[src/hw/eeprom_config.svh]
`ifndef EEPROM_CONFIG_SVH
`define EEPROM_CONFIG_SVH

// CLK cycles per quarter of an SCL period
`define EE_SCL_QUARTER 2

// 16 kbit part of the 24C16 class
`define EE_MEM_BYTES 2048

// upper nibble of the device-select byte
`define EE_DEV_CODE 4'b1010

`endif
[src/hw/eeprom_pkg.sv]
`include "eeprom_config.svh"

package eeprom_pkg;

    // bits 10..8 go out in the device-select byte
    typedef logic [$clog2(`EE_MEM_BYTES)-1:0] ee_addr_t;

    typedef logic [7:0] ee_data_t;

    typedef enum logic [3:0]
    {
        SEQ_IDLE,
        SEQ_START,
        SEQ_CTRL_WR,
        SEQ_ADDR,
        SEQ_DATA_WR,
        SEQ_RESTART,
        SEQ_CTRL_RD,
        SEQ_DATA_RD,
        SEQ_STOP,
        SEQ_FINISH      // done pulse
    } ee_seq_state_t;

endpackage

[src/hw/i2c_pkg.sv]
package i2c_pkg;

    typedef logic [7:0] i2c_byte_t;

    // commands the byte engine runs, one at a time
    typedef enum logic [1:0]
    {
        CMD_START,
        CMD_STOP,
        CMD_WRITE,
        CMD_READ
    } i2c_cmd_t;

    typedef enum logic [2:0]
    {
        ENG_IDLE,
        ENG_START,
        ENG_STOP,
        ENG_BIT_OUT,
        ENG_ACK_IN,     // ninth clock of a write
        ENG_BIT_IN,
        ENG_NACK_OUT    // ninth clock of a read
    } i2c_eng_state_t;

endpackage

[src/hw/eeprom_ctrl_top.sv]
`timescale 1ns/1ps

module eeprom_ctrl_top
    import eeprom_pkg::*;
(
    input  logic     CLK,
    input  logic     RESET,
    input  logic     wr,
    input  logic     rd,
    input  ee_addr_t addr,
    input  ee_data_t wdata,
    input  logic     sda_in,
    output logic     busy,
    output logic     done,
    output logic     nack_err,
    output ee_data_t rdata,
    output logic     scl,
    output logic     sda_low
);

    logic               cmd_valid;
    logic               cmd_done;
    logic               eng_idle;
    logic               ack_ok;
    i2c_pkg::i2c_cmd_t  cmd;
    i2c_pkg::i2c_byte_t tx_byte;
    i2c_pkg::i2c_byte_t rx_byte;

    eeprom_sequencer u_seq
    (
        .CLK       (CLK),
        .RESET     (RESET),
        .wr        (wr),
        .rd        (rd),
        .addr      (addr),
        .wdata     (wdata),
        .eng_idle  (eng_idle),
        .cmd_done  (cmd_done),
        .rx_byte   (rx_byte),
        .ack_ok    (ack_ok),
        .cmd_valid (cmd_valid),
        .cmd       (cmd),
        .tx_byte   (tx_byte),
        .busy      (busy),
        .done      (done),
        .nack_err  (nack_err),
        .rdata     (rdata)
    );

    i2c_byte_engine u_eng
    (
        .CLK       (CLK),
        .RESET     (RESET),
        .cmd_valid (cmd_valid),
        .cmd       (cmd),
        .tx_byte   (tx_byte),
        .sda_in    (sda_in),
        .idle      (eng_idle),
        .cmd_done  (cmd_done),
        .rx_byte   (rx_byte),
        .ack_ok    (ack_ok),
        .sda_low   (sda_low),
        .scl       (scl)
    );

endmodule

[src/hw/eeprom_sequencer.sv]
`timescale 1ns/1ps
`include "eeprom_config.svh"

module eeprom_sequencer
    import eeprom_pkg::*;
    import i2c_pkg::*;
(
    input  logic      CLK,
    input  logic      RESET,
    input  logic      wr,
    input  logic      rd,
    input  ee_addr_t  addr,
    input  ee_data_t  wdata,
    input  logic      eng_idle,
    input  logic      cmd_done,
    input  i2c_byte_t rx_byte,
    input  logic      ack_ok,
    output logic      cmd_valid,
    output i2c_cmd_t  cmd,
    output i2c_byte_t tx_byte,
    output logic      busy,
    output logic      done,
    output logic      nack_err,
    output ee_data_t  rdata
);

    ee_seq_state_t state;
    ee_seq_state_t state_nxt;
    logic          issue;
    i2c_cmd_t      cmd_nxt;
    i2c_byte_t     tx_nxt;
    logic          accept;
    logic          nack_now;
    logic          rd_q;
    ee_addr_t      addr_q;
    ee_data_t      wdata_q;
    i2c_byte_t     ctrl_wr;
    i2c_byte_t     ctrl_rd;

    assign accept   = (state == SEQ_IDLE) && (wr || rd) && eng_idle;
    assign nack_now = cmd_done && !ack_ok;
    assign busy     = (state != SEQ_IDLE);
    assign ctrl_wr  = {`EE_DEV_CODE, addr_q[10:8], 1'b0};
    assign ctrl_rd  = {`EE_DEV_CODE, addr_q[10:8], 1'b1};

    always_comb
    begin
        state_nxt = state;
        issue     = 1'b0;
        cmd_nxt   = CMD_STOP;   // every nack exit goes to stop
        tx_nxt    = ctrl_wr;
        case (state)
            SEQ_IDLE:
                if (accept)
                begin
                    state_nxt = SEQ_START;
                    issue     = 1'b1;
                    cmd_nxt   = CMD_START;
                end
            SEQ_START:
                if (cmd_done)
                begin
                    state_nxt = SEQ_CTRL_WR;
                    issue     = 1'b1;
                    cmd_nxt   = CMD_WRITE;
                end
            SEQ_CTRL_WR:
                if (nack_now)
                begin
                    state_nxt = SEQ_STOP;
                    issue     = 1'b1;
                end
                else if (cmd_done)
                begin
                    state_nxt = SEQ_ADDR;
                    issue     = 1'b1;
                    cmd_nxt   = CMD_WRITE;
                    tx_nxt    = addr_q[7:0];
                end
            SEQ_ADDR:
                if (nack_now)
                begin
                    state_nxt = SEQ_STOP;
                    issue     = 1'b1;
                end
                else if (cmd_done)
                begin
                    issue = 1'b1;
                    if (rd_q)
                    begin
                        state_nxt = SEQ_RESTART;
                        cmd_nxt   = CMD_START;
                    end
                    else
                    begin
                        state_nxt = SEQ_DATA_WR;
                        cmd_nxt   = CMD_WRITE;
                        tx_nxt    = wdata_q;
                    end
                end
            SEQ_RESTART:
                if (cmd_done)
                begin
                    state_nxt = SEQ_CTRL_RD;
                    issue     = 1'b1;
                    cmd_nxt   = CMD_WRITE;
                    tx_nxt    = ctrl_rd;
                end
            SEQ_CTRL_RD:
                if (nack_now)
                begin
                    state_nxt = SEQ_STOP;
                    issue     = 1'b1;
                end
                else if (cmd_done)
                begin
                    state_nxt = SEQ_DATA_RD;
                    issue     = 1'b1;
                    cmd_nxt   = CMD_READ;
                end
            SEQ_DATA_WR, SEQ_DATA_RD:
                if (cmd_done)
                begin
                    state_nxt = SEQ_STOP;
                    issue     = 1'b1;
                end
            SEQ_STOP:
                if (cmd_done)
                    state_nxt = SEQ_FINISH;
            default:
                state_nxt = SEQ_IDLE;
        endcase
    end

    always_ff @(posedge CLK)
    begin
        if (RESET)
        begin
            state     <= SEQ_IDLE;
            cmd_valid <= 1'b0;
            done      <= 1'b0;
            nack_err  <= 1'b0;
        end
        else
        begin
            state     <= state_nxt;
            cmd_valid <= issue;
            done      <= (state == SEQ_STOP) && cmd_done;
            if (accept)
                nack_err <= 1'b0;
            else if (nack_now)
                nack_err <= 1'b1;   // sticks until the next request
        end
    end

    always_ff @(posedge CLK)
    begin
        if (accept)
        begin
            rd_q    <= !wr;     // wr wins a tie
            addr_q  <= addr;
            wdata_q <= wdata;
        end
        if (issue)
        begin
            cmd     <= cmd_nxt;
            tx_byte <= tx_nxt;
        end
        if (state == SEQ_DATA_RD && cmd_done)
            rdata <= rx_byte;
    end

endmodule

[src/hw/i2c_byte_engine.sv]
`timescale 1ns/1ps

module i2c_byte_engine
    import i2c_pkg::*;
(
    input  logic      CLK,
    input  logic      RESET,
    input  logic      cmd_valid,
    input  i2c_cmd_t  cmd,
    input  i2c_byte_t tx_byte,
    input  logic      sda_in,
    output logic      idle,
    output logic      cmd_done,
    output i2c_byte_t rx_byte,
    output logic      ack_ok,
    output logic      sda_low,
    output logic      scl
);

    i2c_eng_state_t state;
    i2c_byte_t      shreg;
    logic [3:0]     bit_cnt;    // clocks started in this command
    logic           run;
    logic           bus_own;    // set once a start has taken the bus
    logic           cmd_end;
    logic           gen_scl;
    logic           scl_rise;
    logic           scl_high_mid;
    logic           scl_fall;
    logic           scl_low_mid;

    scl_gen u_scl_gen
    (
        .CLK          (CLK),
        .RESET        (RESET),
        .run          (run),
        .scl          (gen_scl),
        .scl_rise     (scl_rise),
        .scl_high_mid (scl_high_mid),
        .scl_fall     (scl_fall),
        .scl_low_mid  (scl_low_mid)
    );

    // between commands an owned bus keeps scl low so no stray clock goes out
    assign scl  = bus_own ? (run & gen_scl) : 1'b1;
    assign idle = (state == ENG_IDLE);

    assign cmd_end = scl_low_mid &&
                     (state == ENG_START || state == ENG_STOP ||
                      state == ENG_ACK_IN || state == ENG_NACK_OUT);

    always_ff @(posedge CLK)
    begin
        if (RESET)
        begin
            state    <= ENG_IDLE;
            run      <= 1'b0;
            bus_own  <= 1'b0;
            sda_low  <= 1'b0;
            cmd_done <= 1'b0;
            ack_ok   <= 1'b0;
            bit_cnt  <= 4'd0;
        end
        else
        begin
            cmd_done <= 1'b0;
            if (scl_rise)
                bit_cnt <= bit_cnt + 4'd1;
            case (state)
                ENG_IDLE:
                    if (cmd_valid)
                    begin
                        run     <= 1'b1;
                        bit_cnt <= 4'd0;
                        ack_ok  <= 1'b1;
                        // scl is already low here on an owned bus
                        case (cmd)
                            CMD_START:
                            begin
                                state   <= ENG_START;
                                sda_low <= 1'b0;
                            end
                            CMD_STOP:
                            begin
                                state   <= ENG_STOP;
                                sda_low <= 1'b1;
                            end
                            CMD_WRITE:
                            begin
                                state   <= ENG_BIT_OUT;
                                sda_low <= ~tx_byte[7];     // msb first
                            end
                            default:
                            begin
                                state   <= ENG_BIT_IN;
                                sda_low <= 1'b0;
                            end
                        endcase
                    end
                ENG_START:
                begin
                    if (scl_high_mid)
                        sda_low <= 1'b1;    // sda falls with scl high
                    if (scl_fall)
                        bus_own <= 1'b1;
                end
                ENG_STOP:
                    if (scl_high_mid)
                    begin
                        sda_low <= 1'b0;    // sda rises with scl high
                        bus_own <= 1'b0;
                    end
                ENG_BIT_OUT:
                    if (scl_low_mid)
                    begin
                        if (bit_cnt == 4'd8)
                        begin
                            sda_low <= 1'b0;    // let the slave ack
                            state   <= ENG_ACK_IN;
                        end
                        else
                            sda_low <= ~shreg[7];
                    end
                ENG_ACK_IN:
                    if (scl_high_mid)
                        ack_ok <= ~sda_in;
                ENG_BIT_IN:
                    if (scl_low_mid && bit_cnt == 4'd8)
                        state <= ENG_NACK_OUT;  // line stays released for the nack
                default:
                    state <= state;
            endcase
            if (cmd_end)
            begin
                state    <= ENG_IDLE;
                run      <= 1'b0;
                cmd_done <= 1'b1;
            end
        end
    end

    always_ff @(posedge CLK)
    begin
        if (state == ENG_IDLE && cmd_valid)
            shreg <= {tx_byte[6:0], 1'b0};
        else if (state == ENG_BIT_OUT && scl_low_mid)
            shreg <= {shreg[6:0], 1'b0};
        else if (state == ENG_BIT_IN && scl_high_mid)
            shreg <= {shreg[6:0], sda_in};
        if (state == ENG_NACK_OUT && cmd_end)
            rx_byte <= shreg;
    end

endmodule

[src/hw/scl_gen.sv]
`timescale 1ns/1ps
`include "eeprom_config.svh"

module scl_gen
(
    input  logic CLK,
    input  logic RESET,
    input  logic run,
    output logic scl,
    output logic scl_rise,
    output logic scl_high_mid,
    output logic scl_fall,
    output logic scl_low_mid
);

    localparam int QUARTER = `EE_SCL_QUARTER;
    localparam int QW      = $clog2(QUARTER + 1);

    logic [QW-1:0] qcnt;
    logic [1:0]    phase;
    logic          qend;

    assign qend = (qcnt == QW'(QUARTER - 1));

    // period is low, high, high, low; idle parks high
    assign scl = ~run | (phase == 2'd1) | (phase == 2'd2);

    always_ff @(posedge CLK)
    begin
        if (RESET || !run)
        begin
            qcnt         <= '0;
            phase        <= 2'd0;
            scl_rise     <= 1'b0;
            scl_high_mid <= 1'b0;
            scl_fall     <= 1'b0;
            scl_low_mid  <= 1'b0;
        end
        else
        begin
            // strobe lands on the first cycle of the new phase
            scl_rise     <= qend && (phase == 2'd0);
            scl_high_mid <= qend && (phase == 2'd1);
            scl_fall     <= qend && (phase == 2'd2);
            scl_low_mid  <= qend && (phase == 2'd3);
            if (qend)
            begin
                qcnt  <= '0;
                phase <= phase + 2'd1;
            end
            else
                qcnt <= qcnt + QW'(1);
        end
    end

endmodule

[config.mk]
export PLATFORM = sky130hd
export DESIGN_NAME = eeprom_ctrl_top
export DESIGN_NICKNAME = d
export VERILOG_FILES = /design/src/hw/eeprom_pkg.sv /design/src/hw/i2c_pkg.sv /design/src/hw/eeprom_ctrl_top.sv /design/src/hw/eeprom_sequencer.sv /design/src/hw/i2c_byte_engine.sv /design/src/hw/scl_gen.sv
export VERILOG_INCLUDE_DIRS = /design/src /design/src/hw
export SDC_FILE = /design/constraint.sdc
export NUM_CORES = 1
export LEC_CHECK = 0
export ABC_AREA = 1
export BUFFER_PORTS_ARGS = -buffer_cell sky130_fd_sc_hd__clkbuf_2
export CAP_MARGIN = 20
export CORE_MARGIN = 3
export CORE_UTILIZATION = 55
export CTS_CLUSTER_SIZE = 14
export DETAILED_ROUTE_END_ITERATION = 12
export MAX_ROUTING_LAYER = met4
export PLACE_DENSITY = 0.8
export RECOVER_POWER = 100
export SYNTH_ARGS = -nofsm -noshare
export SYNTH_HDL_FRONTEND = slang
export SYNTH_SLANG_ARGS = --single-unit
[constraint.sdc]
create_clock -name CLK -period 2.8 [get_ports CLK]
set_input_delay 0.42 -clock CLK [delete_from_list [all_inputs] [get_ports CLK]]
set_output_delay 0.42 -clock CLK [all_outputs]
set_load 0.05 [all_outputs]
==> impl_metrics.env, run 1 <==
export IMPL_p_seq_frac=0.504
export IMPL_crit_reg2reg_launch="u_seq.state[3]$_SDFFE_PP0P_"
export IMPL_yosysWarnings=0
export IMPL_place_inst=470
export IMPL_finalMaxSlewViolations=0
export IMPL_diodes=0
export IMPL_synthesis_nets=397
export IMPL_ctsResizeCount=0
export IMPL_startpoint_type="register"
export IMPL_final_common_cell="nand2_1"
export IMPL_min_to="u_seq.addr_q[7]$_DFFE_PP_"
export IMPL_post_route_min_period_ns=2.23
export IMPL_synth_seq_cells=81
export IMPL_peakVddDrop_mv=0.480
export IMPL_p_int_mw=2.26
export IMPL_drive_gt1_frac=0.144
export IMPL_firstDrtPassIters=4
export IMPL_grt_max_degree=22
export IMPL_numClockSinks=81
export IMPL_insertion_delay_ns=0.36
export IMPL_numCtsBuffers=9
export IMPL_timing_final_ws_setup_ns=0.575
export IMPL_cp_required_ns=2.78
export IMPL_synthArstFlopShare=0
export IMPL_clock_path_buffers=2
export IMPL_worst_pin_slew_ns=1.04
export IMPL_totalWireLength_um=6190
export IMPL_yosysSeqAreaShare=0.596
export IMPL_crit_type="reg -> reg"
export IMPL_hold_class="in -> reg"
export IMPL_power_density_nw_per_um2=888
export IMPL_power_mw=3.53
export IMPL_p_switching_mw=1.27
export IMPL_power_leakage_nw=1.60
export IMPL_vias=2563
export IMPL_antenna_left=0
export IMPL_grt_usage=0.189
export IMPL_cts_setup_buffers=0
export IMPL_setup_violations=0
export IMPL_hpwl_um=4620
export IMPL_clk_pin_slew_ns=0.08
export IMPL_layout_common_cells="68 x nand2_1, 53 x edfxtp_1, 41 x inv_1, 41 x nor2_1, 35 x nand3_1"
export IMPL_drt_iter0_drc=138
export IMPL_drc=0
export IMPL_fmax_mhz=449
export IMPL_synth_distinct_cells=34
export IMPL_grt_pass1_wl_um=10600
export IMPL_area_growth_pct=9.91
export IMPL_holdBufCountCts=0
export IMPL_wire_per_inst_um=12.7
export IMPL_fin_cells=486
export IMPL_reg2reg_depth=6
export IMPL_hp_start="addr[7]"
export IMPL_place_ws_ns=1.00
export IMPL_die_height_um=87.0
export IMPL_reg2reg_to="u_seq.addr_q[8]$_DFFE_PP_"
export IMPL_grt_pass1_vias=2455
export IMPL_cap_violations=0
export IMPL_ys_dominant_reg_cell="edfxtp_1"
export IMPL_finalNetCount=441
export IMPL_via_per_inst=5.27
export IMPL_cts_tree="yes"
export IMPL_htree_levels=3
export IMPL_combPwrFrac=0.284
export IMPL_avgSynthCellArea_um2=9.98
export IMPL_grt_ovfl_total=0
export IMPL_status="finished, final reports clean"
export IMPL_dieArea_um2=7580
export IMPL_syn_area_um2=3610
export IMPL_start_util=0.589
export IMPL_dieWidth_um=87.0
export IMPL_fillCellCount=501
export IMPL_clock_skew_final_ns=0.00727
export IMPL_fin_tns_setup_ns=0
export IMPL_cp_arrival_ns=2.20
export IMPL_root_buffer="clkbuf_8"
export IMPL_relSlewSlack=0.307
export IMPL_core_area_um2=6130
export IMPL_cp_max_fo=21
export IMPL_finalHoldViolCount=0
export IMPL_r2r_slack_ns=0.57
export IMPL_synth_edf_count=53
export IMPL_sw_frac_of_total=0.360
export IMPL_end_kind="register"
export IMPL_p_clk_frac=0.212
export IMPL_netlist_instances=362
export IMPL_min_period_over_period=0.795
export IMPL_antenna_found_initial=0
export IMPL_io_buffers=36
export IMPL_min_path_cells=1
export IMPL_io_pins=37
export IMPL_row_count=28
export IMPL_globalplace_congestion=0.896
export IMPL_rsz0062_at_grt="false"
Yosys cell counts, types with 2 or more instances:
| library cell | instances | area (um^2) |
|---|---|---|
| inv_2 | 7 | 26.3 |
| xor2_1 | 2 | 17.5 |
| nand3_1 | 34 | 170 |
| buf_4 | 3 | 22.5 |
| nor2_4 | 3 | 33.8 |
| o221ai_1 | 2 | 17.5 |
| edfxtp_1 | 53 | 1590 |
| nand2_1 | 66 | 248 |
| inv_1 | 38 | 143 |
| o21ai_0 | 13 | 65.1 |
| nand3_2 | 4 | 40.0 |
| nand4_1 | 8 | 50.1 |
| nor2_1 | 35 | 131 |
| a211oi_1 | 3 | 22.5 |
| dfxtp_1 | 28 | 561 |
| a21oi_1 | 14 | 70.1 |
| nor3_1 | 7 | 35.0 |
| nand2_2 | 8 | 50.1 |
| ha_1 | 11 | 138 |
| o211ai_1 | 2 | 15.0 |
| nor2_2 | 8 | 50.1 |
cell families after synthesis:
family / count (synthesis) / share of synthesized area
AOI/OAI and AO/OA: 39 / 0.0641
and+or+nand+nor: 177 / 0.236
buffers and inverters: 51 / 0.0585
adders and majority gates: 11 / 0.0381
xor gates and xnor gates: 3 / 0.00728
DFF: 81 / 0.596
worst max-delay path by stage:
stage / startpoint / endpoint / slack (ns) / cells after the start
2_1_floorplan: u_seq.state[2]$_SDFFE_PP0P_ / u_seq.cmd[0]$_DFFE_PP_ / 0.51 / 7
3_3_place_gp: u_eng.state[0]$_SDFFE_PP0P_ / u_eng.shreg[3]$_DFFE_PP_ / 1.09 / 5
3_5_place_dp: u_eng.state[0]$_SDFFE_PP0P_ / u_eng.shreg[4]$_DFFE_PP_ / 1.00 / 5
4_1_cts: u_eng.u_scl_gen.phase[0]$_SDFFE_PP0P_ / scl / 0.78 / 5
5_1_grt: u_seq.state[3]$_SDFFE_PP0P_ / u_seq.wdata_q[7]$_DFFE_PP_ / 0.38 / 6
6_report: u_seq.state[3]$_SDFFE_PP0P_ / u_seq.addr_q[8]$_DFFE_PP_ / 0.57 / 6
worst max-delay path, stage by stage, from the launching register on:
cell and delay (ns):
dfxtp_1 0.40, inv_1 0.16, nand2_2 0.07, nor2_1 0.17, inv_1 0.11, nor2_1 0.15, clkbuf_1 0.79
metrics by stage:
step | utilization | cell area (um^2) | hold slack (ns)
after CTS | 0.658 | 4040 | 0.216
after global routing | 0.648 | 3970 | 0.209
final | 0.648 | 3970 | 0.230
after global placement | 0.631 | 3870 | 0.402
after floorplan | - | 3610 | 0.399
after detailed placement | 0.631 | 3870 | 0.405
sequential cells by signal (all words and copies together), names as in the netlist, 2 cells and up:
register,count
u_eng.bit_cnt,4
u_eng.rx_byte,8
u_eng.shreg,8
u_eng.state,3
u_eng.u_scl_gen.phase,2
u_eng.u_scl_gen.qcnt,2
u_seq.addr_q,11
u_seq.cmd,2
u_seq.rdata,8
u_seq.state,4
u_seq.tx_byte,8
u_seq.wdata_q,8
metal layers:
metal,vias up,routed length (um),track usage
met5,-,0,-
met4,0,164,0.116
met3,19,368,0.0464
met2,86,3000,0.295
met1,1145,2650,0.218
li1,1313,-,-
layout make-up:
class | count | area, um^2 | share of cell area
Sequential cell | 81 | 2150 | 0.542
Multi-Input combinational cell | 230 | 1210 | 0.305
Timing Repair Buffer | 39 | 175 | 0.0441
Inverter | 45 | 169 | 0.0425
Clock buffer | 10 | 128 | 0.0321
Tap cell | 75 | 93.8 | 0.0236
Clock inverter | 6 | 42.5 | 0.0107
power groups by stage:
stage	combinational, mW	sequential [mW]	clock, mW
2_1_floorplan	0.875	1.76	0
3_3_place_gp	1.03	1.80	0
3_5_place_dp	1.05	1.80	0
4_1_cts	1.06	1.78	0.765
5_1_grt	1.15	1.81	0.815
6_report	1.00	1.78	0.747
Power figures use the tool's default switching activity.
==> run 2: changes to the inputs <==
--- a/config.mk
+++ b/config.mk
@@ -6,11 +6,11 @@
 export SDC_FILE = /design/constraint.sdc
 export NUM_CORES = 1
 export LEC_CHECK = 0
-export ABC_AREA = 1
+export ABC_AREA = 0
 export BUFFER_PORTS_ARGS = -buffer_cell sky130_fd_sc_hd__clkbuf_2
 export CAP_MARGIN = 20
 export CORE_MARGIN = 3
-export CORE_UTILIZATION = 55
+export CORE_UTILIZATION = 52
 export CTS_CLUSTER_SIZE = 14
 export DETAILED_ROUTE_END_ITERATION = 12
 export MAX_ROUTING_LAYER = met4
==> constraint.sdc (replaced) <==
create_clock -name CLK -period 1.8 [get_ports CLK]
set_input_delay 0.27 -clock CLK [delete_from_list [all_inputs] [get_ports CLK]]
set_output_delay 0.27 -clock CLK [all_outputs]
set_load 0.05 [all_outputs]
==> run 2 against run 1 <==
  * Die area grew 0.88%
  * Synthesized area decreased by 4.6%
  * Critical path depth down 2
  * Sequential share of layout area down 1.4 points
  * Worst hold slack worse by 0.14 ns
  * Worst setup slack got worse by 0.49 ns
  * Non-clock buffer count rose by 14
  * Fmax increased by 30%
  * Routed wire length shrank 2.3%
==> impl_metrics.env, run 2 <==
export IMPL_yosysTopAreaCell="edfxtp_1"
export IMPL_fin_hold_ws_ns=0.0921
export IMPL_cp_arrival_ns=1.78
export IMPL_r2r_slack_ns=0.09
export IMPL_dpl_instance_area_um2=3860
export IMPL_layout_common_cells="53 x edfxtp_1, 30 x clkbuf_2, 27 x dfxtp_1"
export IMPL_grt_max_degree=26
export IMPL_crit_type="reg -> reg"
export IMPL_worst_pin_slew_ns=0.601
export IMPL_min_period_over_period=0.952
export IMPL_drive_gt1_frac=0.214
export IMPL_via_per_inst=5.51
export IMPL_diodes=0
export IMPL_antenna_left=0
export IMPL_place_ws_ns=0.126
export IMPL_synth_common_cells="53 x edfxtp_1, 28 x dfxtp_1, 20 x nor3_1"
export IMPL_dieWidth_um=87.4
export IMPL_clk_pin_slew_ns=0.08
export IMPL_syn_area_um2=3450
export IMPL_drt_iter0_drc=149
export IMPL_largest_reg_flops=11
export IMPL_vias=2304
export IMPL_totalWireLength_um=6050
export IMPL_synth_area_leaders="edfxtp_1 46%, dfxtp_1 16%, ha_1 4.0%, nor3_1 2.9%, a21oi_1 2.6%"
export IMPL_cp_top_family="simple AND/OR/NAND/NOR gates"
export IMPL_crit_path_max_incr_delay_ns=0.41
export IMPL_clock_skew_final_ns=0.00440
export IMPL_start_util=0.540
export IMPL_cp_num_buf_inv=1
export IMPL_final_common_cell="edfxtp_1"
export IMPL_firstDrtPassIters=4
export IMPL_grt_pass1_wl_um=9860
export IMPL_relSlewSlack=0.601
export IMPL_htree_levels=3
export IMPL_end_kind="register"
export IMPL_peakVddDrop_mv=0.835
export IMPL_reg2reg_to="u_seq.cmd[1]$_DFFE_PP_"
export IMPL_cp_max_fo=10
export IMPL_rsz0062_at_grt="false"
export IMPL_grt_usage=0.176
export IMPL_cap_violations=0
export IMPL_grt_pass1_vias=2148
export IMPL_finalHoldViolCount=0
export IMPL_holdBufCountCts=0
export IMPL_synthesis_nets=322
export IMPL_drc=0
export IMPL_area_growth_pct=18.3
export IMPL_row_count=29
export IMPL_finalNetCount=371
export IMPL_timing_final_ws_setup_ns=0.0860
export IMPL_cts_setup_buffers=0
export IMPL_wire_per_inst_um=14.5
export IMPL_regArea_um2=2150
export IMPL_netlist_instances=287
export IMPL_numCtsBuffers=9
export IMPL_clock_path_buffers=2
export IMPL_worst_path_max_delay_cell="or3_4"
export IMPL_multi_input_area_um2=1220
export IMPL_synth_edf_count=53
export IMPL_status="finished, final reports clean"
export IMPL_power_leakage_nw=1.49
export IMPL_setup_violations=0
export IMPL_yosysSeqAreaShare=0.624
export IMPL_crit_chain="or3_4, o31a_1, nor2_1, buf_12"
export IMPL_startpoint_type="register"
export IMPL_die_height_um=87.4
export IMPL_yosysWarnings=0
export IMPL_cp_required_ns=1.87
export IMPL_grt_ovfl_total=0
export IMPL_crit_end="u_seq.cmd[1]$_DFFE_PP_"
export IMPL_root_buffer="clkbuf_8"
export IMPL_core_area_um2=6390
export IMPL_io_pins=37
export IMPL_finalMaxSlewViolations=0
export IMPL_fillCellCount=488
export IMPL_reg2reg_depth=4
export IMPL_crit_start="u_seq.state[1]$_SDFFE_PP0P_"
export IMPL_largest_register="u_seq.addr_q"
export IMPL_synth_distinct_cells=44
export IMPL_synth_most_common_cell="edfxtp_1"
export IMPL_cts_tree="yes"
export IMPL_hold_class="in -> reg"
export IMPL_synthArstFlopShare=0
export IMPL_postLayoutCellArea_um2=4080
export IMPL_avgSynthCellArea_um2=12.0
export IMPL_crit_reg2reg_launch="u_seq.state[1]$_SDFFE_PP0P_"
export IMPL_fmax_mhz=583
export IMPL_dieArea_um2=7640
export IMPL_antenna_found_initial=0
export IMPL_netlist_area_leader_share=0.462
export IMPL_cp_depth=4
export IMPL_globalplace_congestion=0.804
export IMPL_insertion_delay_ns=0.35
export IMPL_io_buffers=36
export IMPL_ys_dominant_reg_cell="edfxtp_1"
export IMPL_power_density_nw_per_um2=1530
export IMPL_hpwl_um=4340
export IMPL_numClockSinks=81
export IMPL_post_route_min_period_ns=1.71
export IMPL_synth_seq_cells=81
## run 2: changes by cell type after synthesis, sizes merged, moves of 7 or more
cell,previous run,this run
mux2i,0,8
nand2b,0,11
a22o,0,7
clkbuf,1,12
nand2,75,16
inv,45,13
nor2b,0,9
nor3,7,20
o21ai,15,6
nand3,38,3
nor2,47,14
## run 2: cell families after synthesis
kind of cell	Yosys count	share of synthesized area
buffers and inverters	28	0.0316
AND/OR/NAND/NOR	93	0.144
adder cells (fa/ha/maj)	11	0.0399
multiplexers	8	0.0232
flip-flops	81	0.624
AO/OA/AOI/OAI	60	0.122
XOR/XNOR	6	0.0152
## run 2: timing repair
item / CTS / global route
gates cloned: 0 / 0
endpoints found under the hold margin: 0 / 0
pin swaps: 0 / 0
endpoints found under the setup margin: 1 / 5
resized for setup: 1 / 5
## run 2: worst min-delay path by stage
stage | from | endpoint | slack [ns] | depth (start not counted)
5_1_grt | addr[8] | u_seq.addr_q[8]$_DFFE_PP_ | 0.07 | 1
3_3_place_gp | u_eng.rx_byte[7]$_DFFE_PP_ | u_seq.rdata[7]$_DFFE_PP_ | 0.40 | 0
4_1_cts | wdata[5] | u_seq.wdata_q[5]$_DFFE_PP_ | 0.08 | 1
2_1_floorplan | addr[0] | u_seq.addr_q[0]$_DFFE_PP_ | 0.37 | 0
3_5_place_dp | u_eng.rx_byte[5]$_DFFE_PP_ | u_seq.rdata[5]$_DFFE_PP_ | 0.40 | 0
6_report | wdata[5] | u_seq.wdata_q[5]$_DFFE_PP_ | 0.09 | 1
## run 2: metrics by stage
step	setup TNS [ns]	cells	util	total power, mW
2_1_floorplan	-0.517	287	-	4.14
3_3_place_gp	0	402	0.604	4.77
3_5_place_dp	0	402	0.604	4.83
4_1_cts	0	418	0.639	6.24
5_1_grt	0	418	0.638	6.58
6_report	0	418	0.638	6.22
## run 2: layer usage
metal	vias to the layer above	GRT usage	part of all wire
met5	-	-	0
met1	1072	0.214	0.45
met2	54	0.271	0.48
li1	1166	-	-
met3	12	0.0605	0.048
met4	0	0.0683	0.019
## run 2: final cells by class
| type | count | share of cell area |
|---|---|---|
| Clock buffer | 10 | 0.0313 |
| Inverter | 13 | 0.0120 |
| Clock inverter | 6 | 0.0218 |
| Multi-Input combinational cell | 178 | 0.299 |
| Timing Repair Buffer | 53 | 0.0838 |
| Sequential cell | 81 | 0.528 |
| Tap cell | 77 | 0.0236 |
## run 2: where the power goes
part	internal [mW]	total, mW	leakage, nW	switching [mW]
sequential	2.61	2.86	0.720	0.252
clock	0.786	1.42	0.105	0.629
combinational	0.858	1.95	0.666	1.09
total	4.25	6.22	1.49	1.97
==> run 3: changes to the inputs <==
--- a/config.mk
+++ b/config.mk
@@ -9,12 +9,14 @@
 export ABC_AREA = 0
 export BUFFER_PORTS_ARGS = -buffer_cell sky130_fd_sc_hd__clkbuf_2
 export CAP_MARGIN = 20
+export CELL_PAD_IN_SITES_DETAIL_PLACEMENT = 0
+export CELL_PAD_IN_SITES_GLOBAL_PLACEMENT = 2
 export CORE_MARGIN = 3
-export CORE_UTILIZATION = 52
+export CORE_UTILIZATION = 35
 export CTS_CLUSTER_SIZE = 14
 export DETAILED_ROUTE_END_ITERATION = 12
 export MAX_ROUTING_LAYER = met4
-export PLACE_DENSITY = 0.8
+export PLACE_DENSITY = 0.79
 export RECOVER_POWER = 100
 export SYNTH_ARGS = -nofsm -noshare
 export SYNTH_HDL_FRONTEND = slang
==> run 3 against run 2 <==
  * Sequential power is essentially flat
  * First-iteration DRC count shrank 66%
  * Critical path depth is the same
  * Largest power group unchanged
  * Routed wire length grew 9.2%
==> impl_metrics.env, run 3 (same netlist as run 2, synthesis figures left out) <==
export IMPL_finalMaxSlewViolations=0
export IMPL_wire_per_inst_um=13.9
export IMPL_io_pins=37
export IMPL_peakVddDrop_mv=0.969
export IMPL_timing_final_ws_setup_ns=0.0695
export IMPL_grt_max_degree=26
export IMPL_root_buffer="clkbuf_8"
export IMPL_drive_gt1_frac=0.202
export IMPL_worst_pin_slew_ns=0.602
export IMPL_power_density_nw_per_um2=1480
export IMPL_firstDrtPassIters=4
export IMPL_status="finished, final reports clean"
export IMPL_dieWidth_um=105
export IMPL_largest_register="u_seq.addr_q"
export IMPL_holdBufCountCts=0
export IMPL_startpoint_type="register"
export IMPL_setup_violations=0
export IMPL_fmax_mhz=578
export IMPL_finalNetCount=377
export IMPL_io_buffers=36
export IMPL_vias=2280
export IMPL_numCtsBuffers=9
export IMPL_die_height_um=105
export IMPL_diodes=0
export IMPL_place_ws_ns=0.138
export IMPL_dieArea_um2=11100
export IMPL_min_period_over_period=0.961
export IMPL_totalWireLength_um=6600
export IMPL_grt_ovfl_total=0
export IMPL_hpwl_um=4740
export IMPL_crit_type="reg -> reg"
export IMPL_clock_path_buffers=2
export IMPL_cp_arrival_ns=1.76
export IMPL_cts_tree="yes"
export IMPL_cp_max_fo=21
export IMPL_via_per_inst=4.80
export IMPL_numClockSinks=81
export IMPL_core_area_um2=9420
export IMPL_clock_skew_final_ns=0.0111
export IMPL_insertion_delay_ns=0.35
export IMPL_row_count=35
export IMPL_clk_pin_slew_ns=0.08
export IMPL_power_leakage_nw=1.47
export IMPL_globalplace_congestion=0.790
export IMPL_finalHoldViolCount=0
export IMPL_hold_class="in -> reg"
export IMPL_largest_reg_flops=11
export IMPL_cp_required_ns=1.83
export IMPL_antenna_left=0
export IMPL_post_route_min_period_ns=1.73
export IMPL_drt_iter0_drc=50
export IMPL_relSlewSlack=0.600
export IMPL_cap_violations=0
export IMPL_end_kind="register"
export IMPL_drc=0
export IMPL_antenna_found_initial=0
export IMPL_grt_usage=0.131
export IMPL_power_mw=6.10
export IMPL_final_common_cell="edfxtp_1"
export IMPL_fin_util=0.439
export IMPL_htree_levels=3
export IMPL_grt_pass1_wl_um=11200
export IMPL_start_util=0.366
export IMPL_grt_pass1_vias=2225
export IMPL_layout_common_cells="53 x edfxtp_1, 25 x dfxtp_1, 23 x clkbuf_2"
export IMPL_area_growth_pct=19.9
run 3: metal layers:
| layer | global-route usage | share of wire | vias up |
|---|---|---|---|
| met5 | - | 0 | - |
| met1 | 0.177 | 0.49 | 1055 |
| met3 | 0.0380 | 0.041 | 10 |
| met2 | 0.190 | 0.46 | 52 |
| met4 | 0.0431 | 0.013 | 0 |
| li1 | - | - | 1163 |
run 3: final cells by class:
class / instances / area (um^2)
Timing Repair Buffer: 59 / 350
Inverter: 13 / 52.6
Clock inverter: 6 / 66.3
Sequential cell: 81 / 2160
Tap cell: 129 / 161
Fill cell: 877 / 5280
Clock buffer: 9 / 124
Multi-Input combinational cell: 178 / 1220
run 3: worst paths after layout:
kind                                     from                          to  slack (ns)  cells past startpoint
setup reg to reg  u_eng.state[0]$_SDFFE_PP0P_   u_seq.addr_q[0]$_DFFE_PP_        0.07                      4
hold reg to reg    u_eng.rx_byte[5]$_DFFE_PP_    u_seq.rdata[5]$_DFFE_PP_        0.42                      0
hold / removal                       wdata[2]  u_seq.wdata_q[2]$_DFFE_PP_        0.09                      1
setup / recovery  u_eng.state[0]$_SDFFE_PP0P_   u_seq.addr_q[0]$_DFFE_PP_        0.07                      4
run 3: power breakdown:
| part | internal [mW] | switching (mW) | total, mW |
|---|---|---|---|
| Sequential | 2.61 | 0.232 | 2.84 |
| Clock | 0.639 | 0.656 | 1.30 |
| Combinational | 0.832 | 1.13 | 1.96 |
run 3: repair_timing:
action                     4_1_cts  5_1_grt
pin swaps                        0        3
setup endpoints to repair        1        4
setup buffers                    0        3
resized for setup                1        7
run 3: critical path: stages, from the launching register on:
cell and delay, ns:
dfxtp_1 0.33, or3_4 0.40, buf_4 0.17, nor3_4 0.17, clkbuf_4 0.33
run 3: through the flow:
stage / cell area, um^2 / setup TNS (ns) / std cells / hold slack (ns)
CTS: 4140 / 0 / 472 / 0.0768
global route: 4130 / -0.00920 / 475 / 0.0597
floorplan: 3480 / -0.517 / 287 / 0.369
global placement: 3950 / 0 / 457 / 0.402
finish: 4130 / 0 / 475 / 0.0901
detailed placement: 3950 / 0 / 457 / 0.405
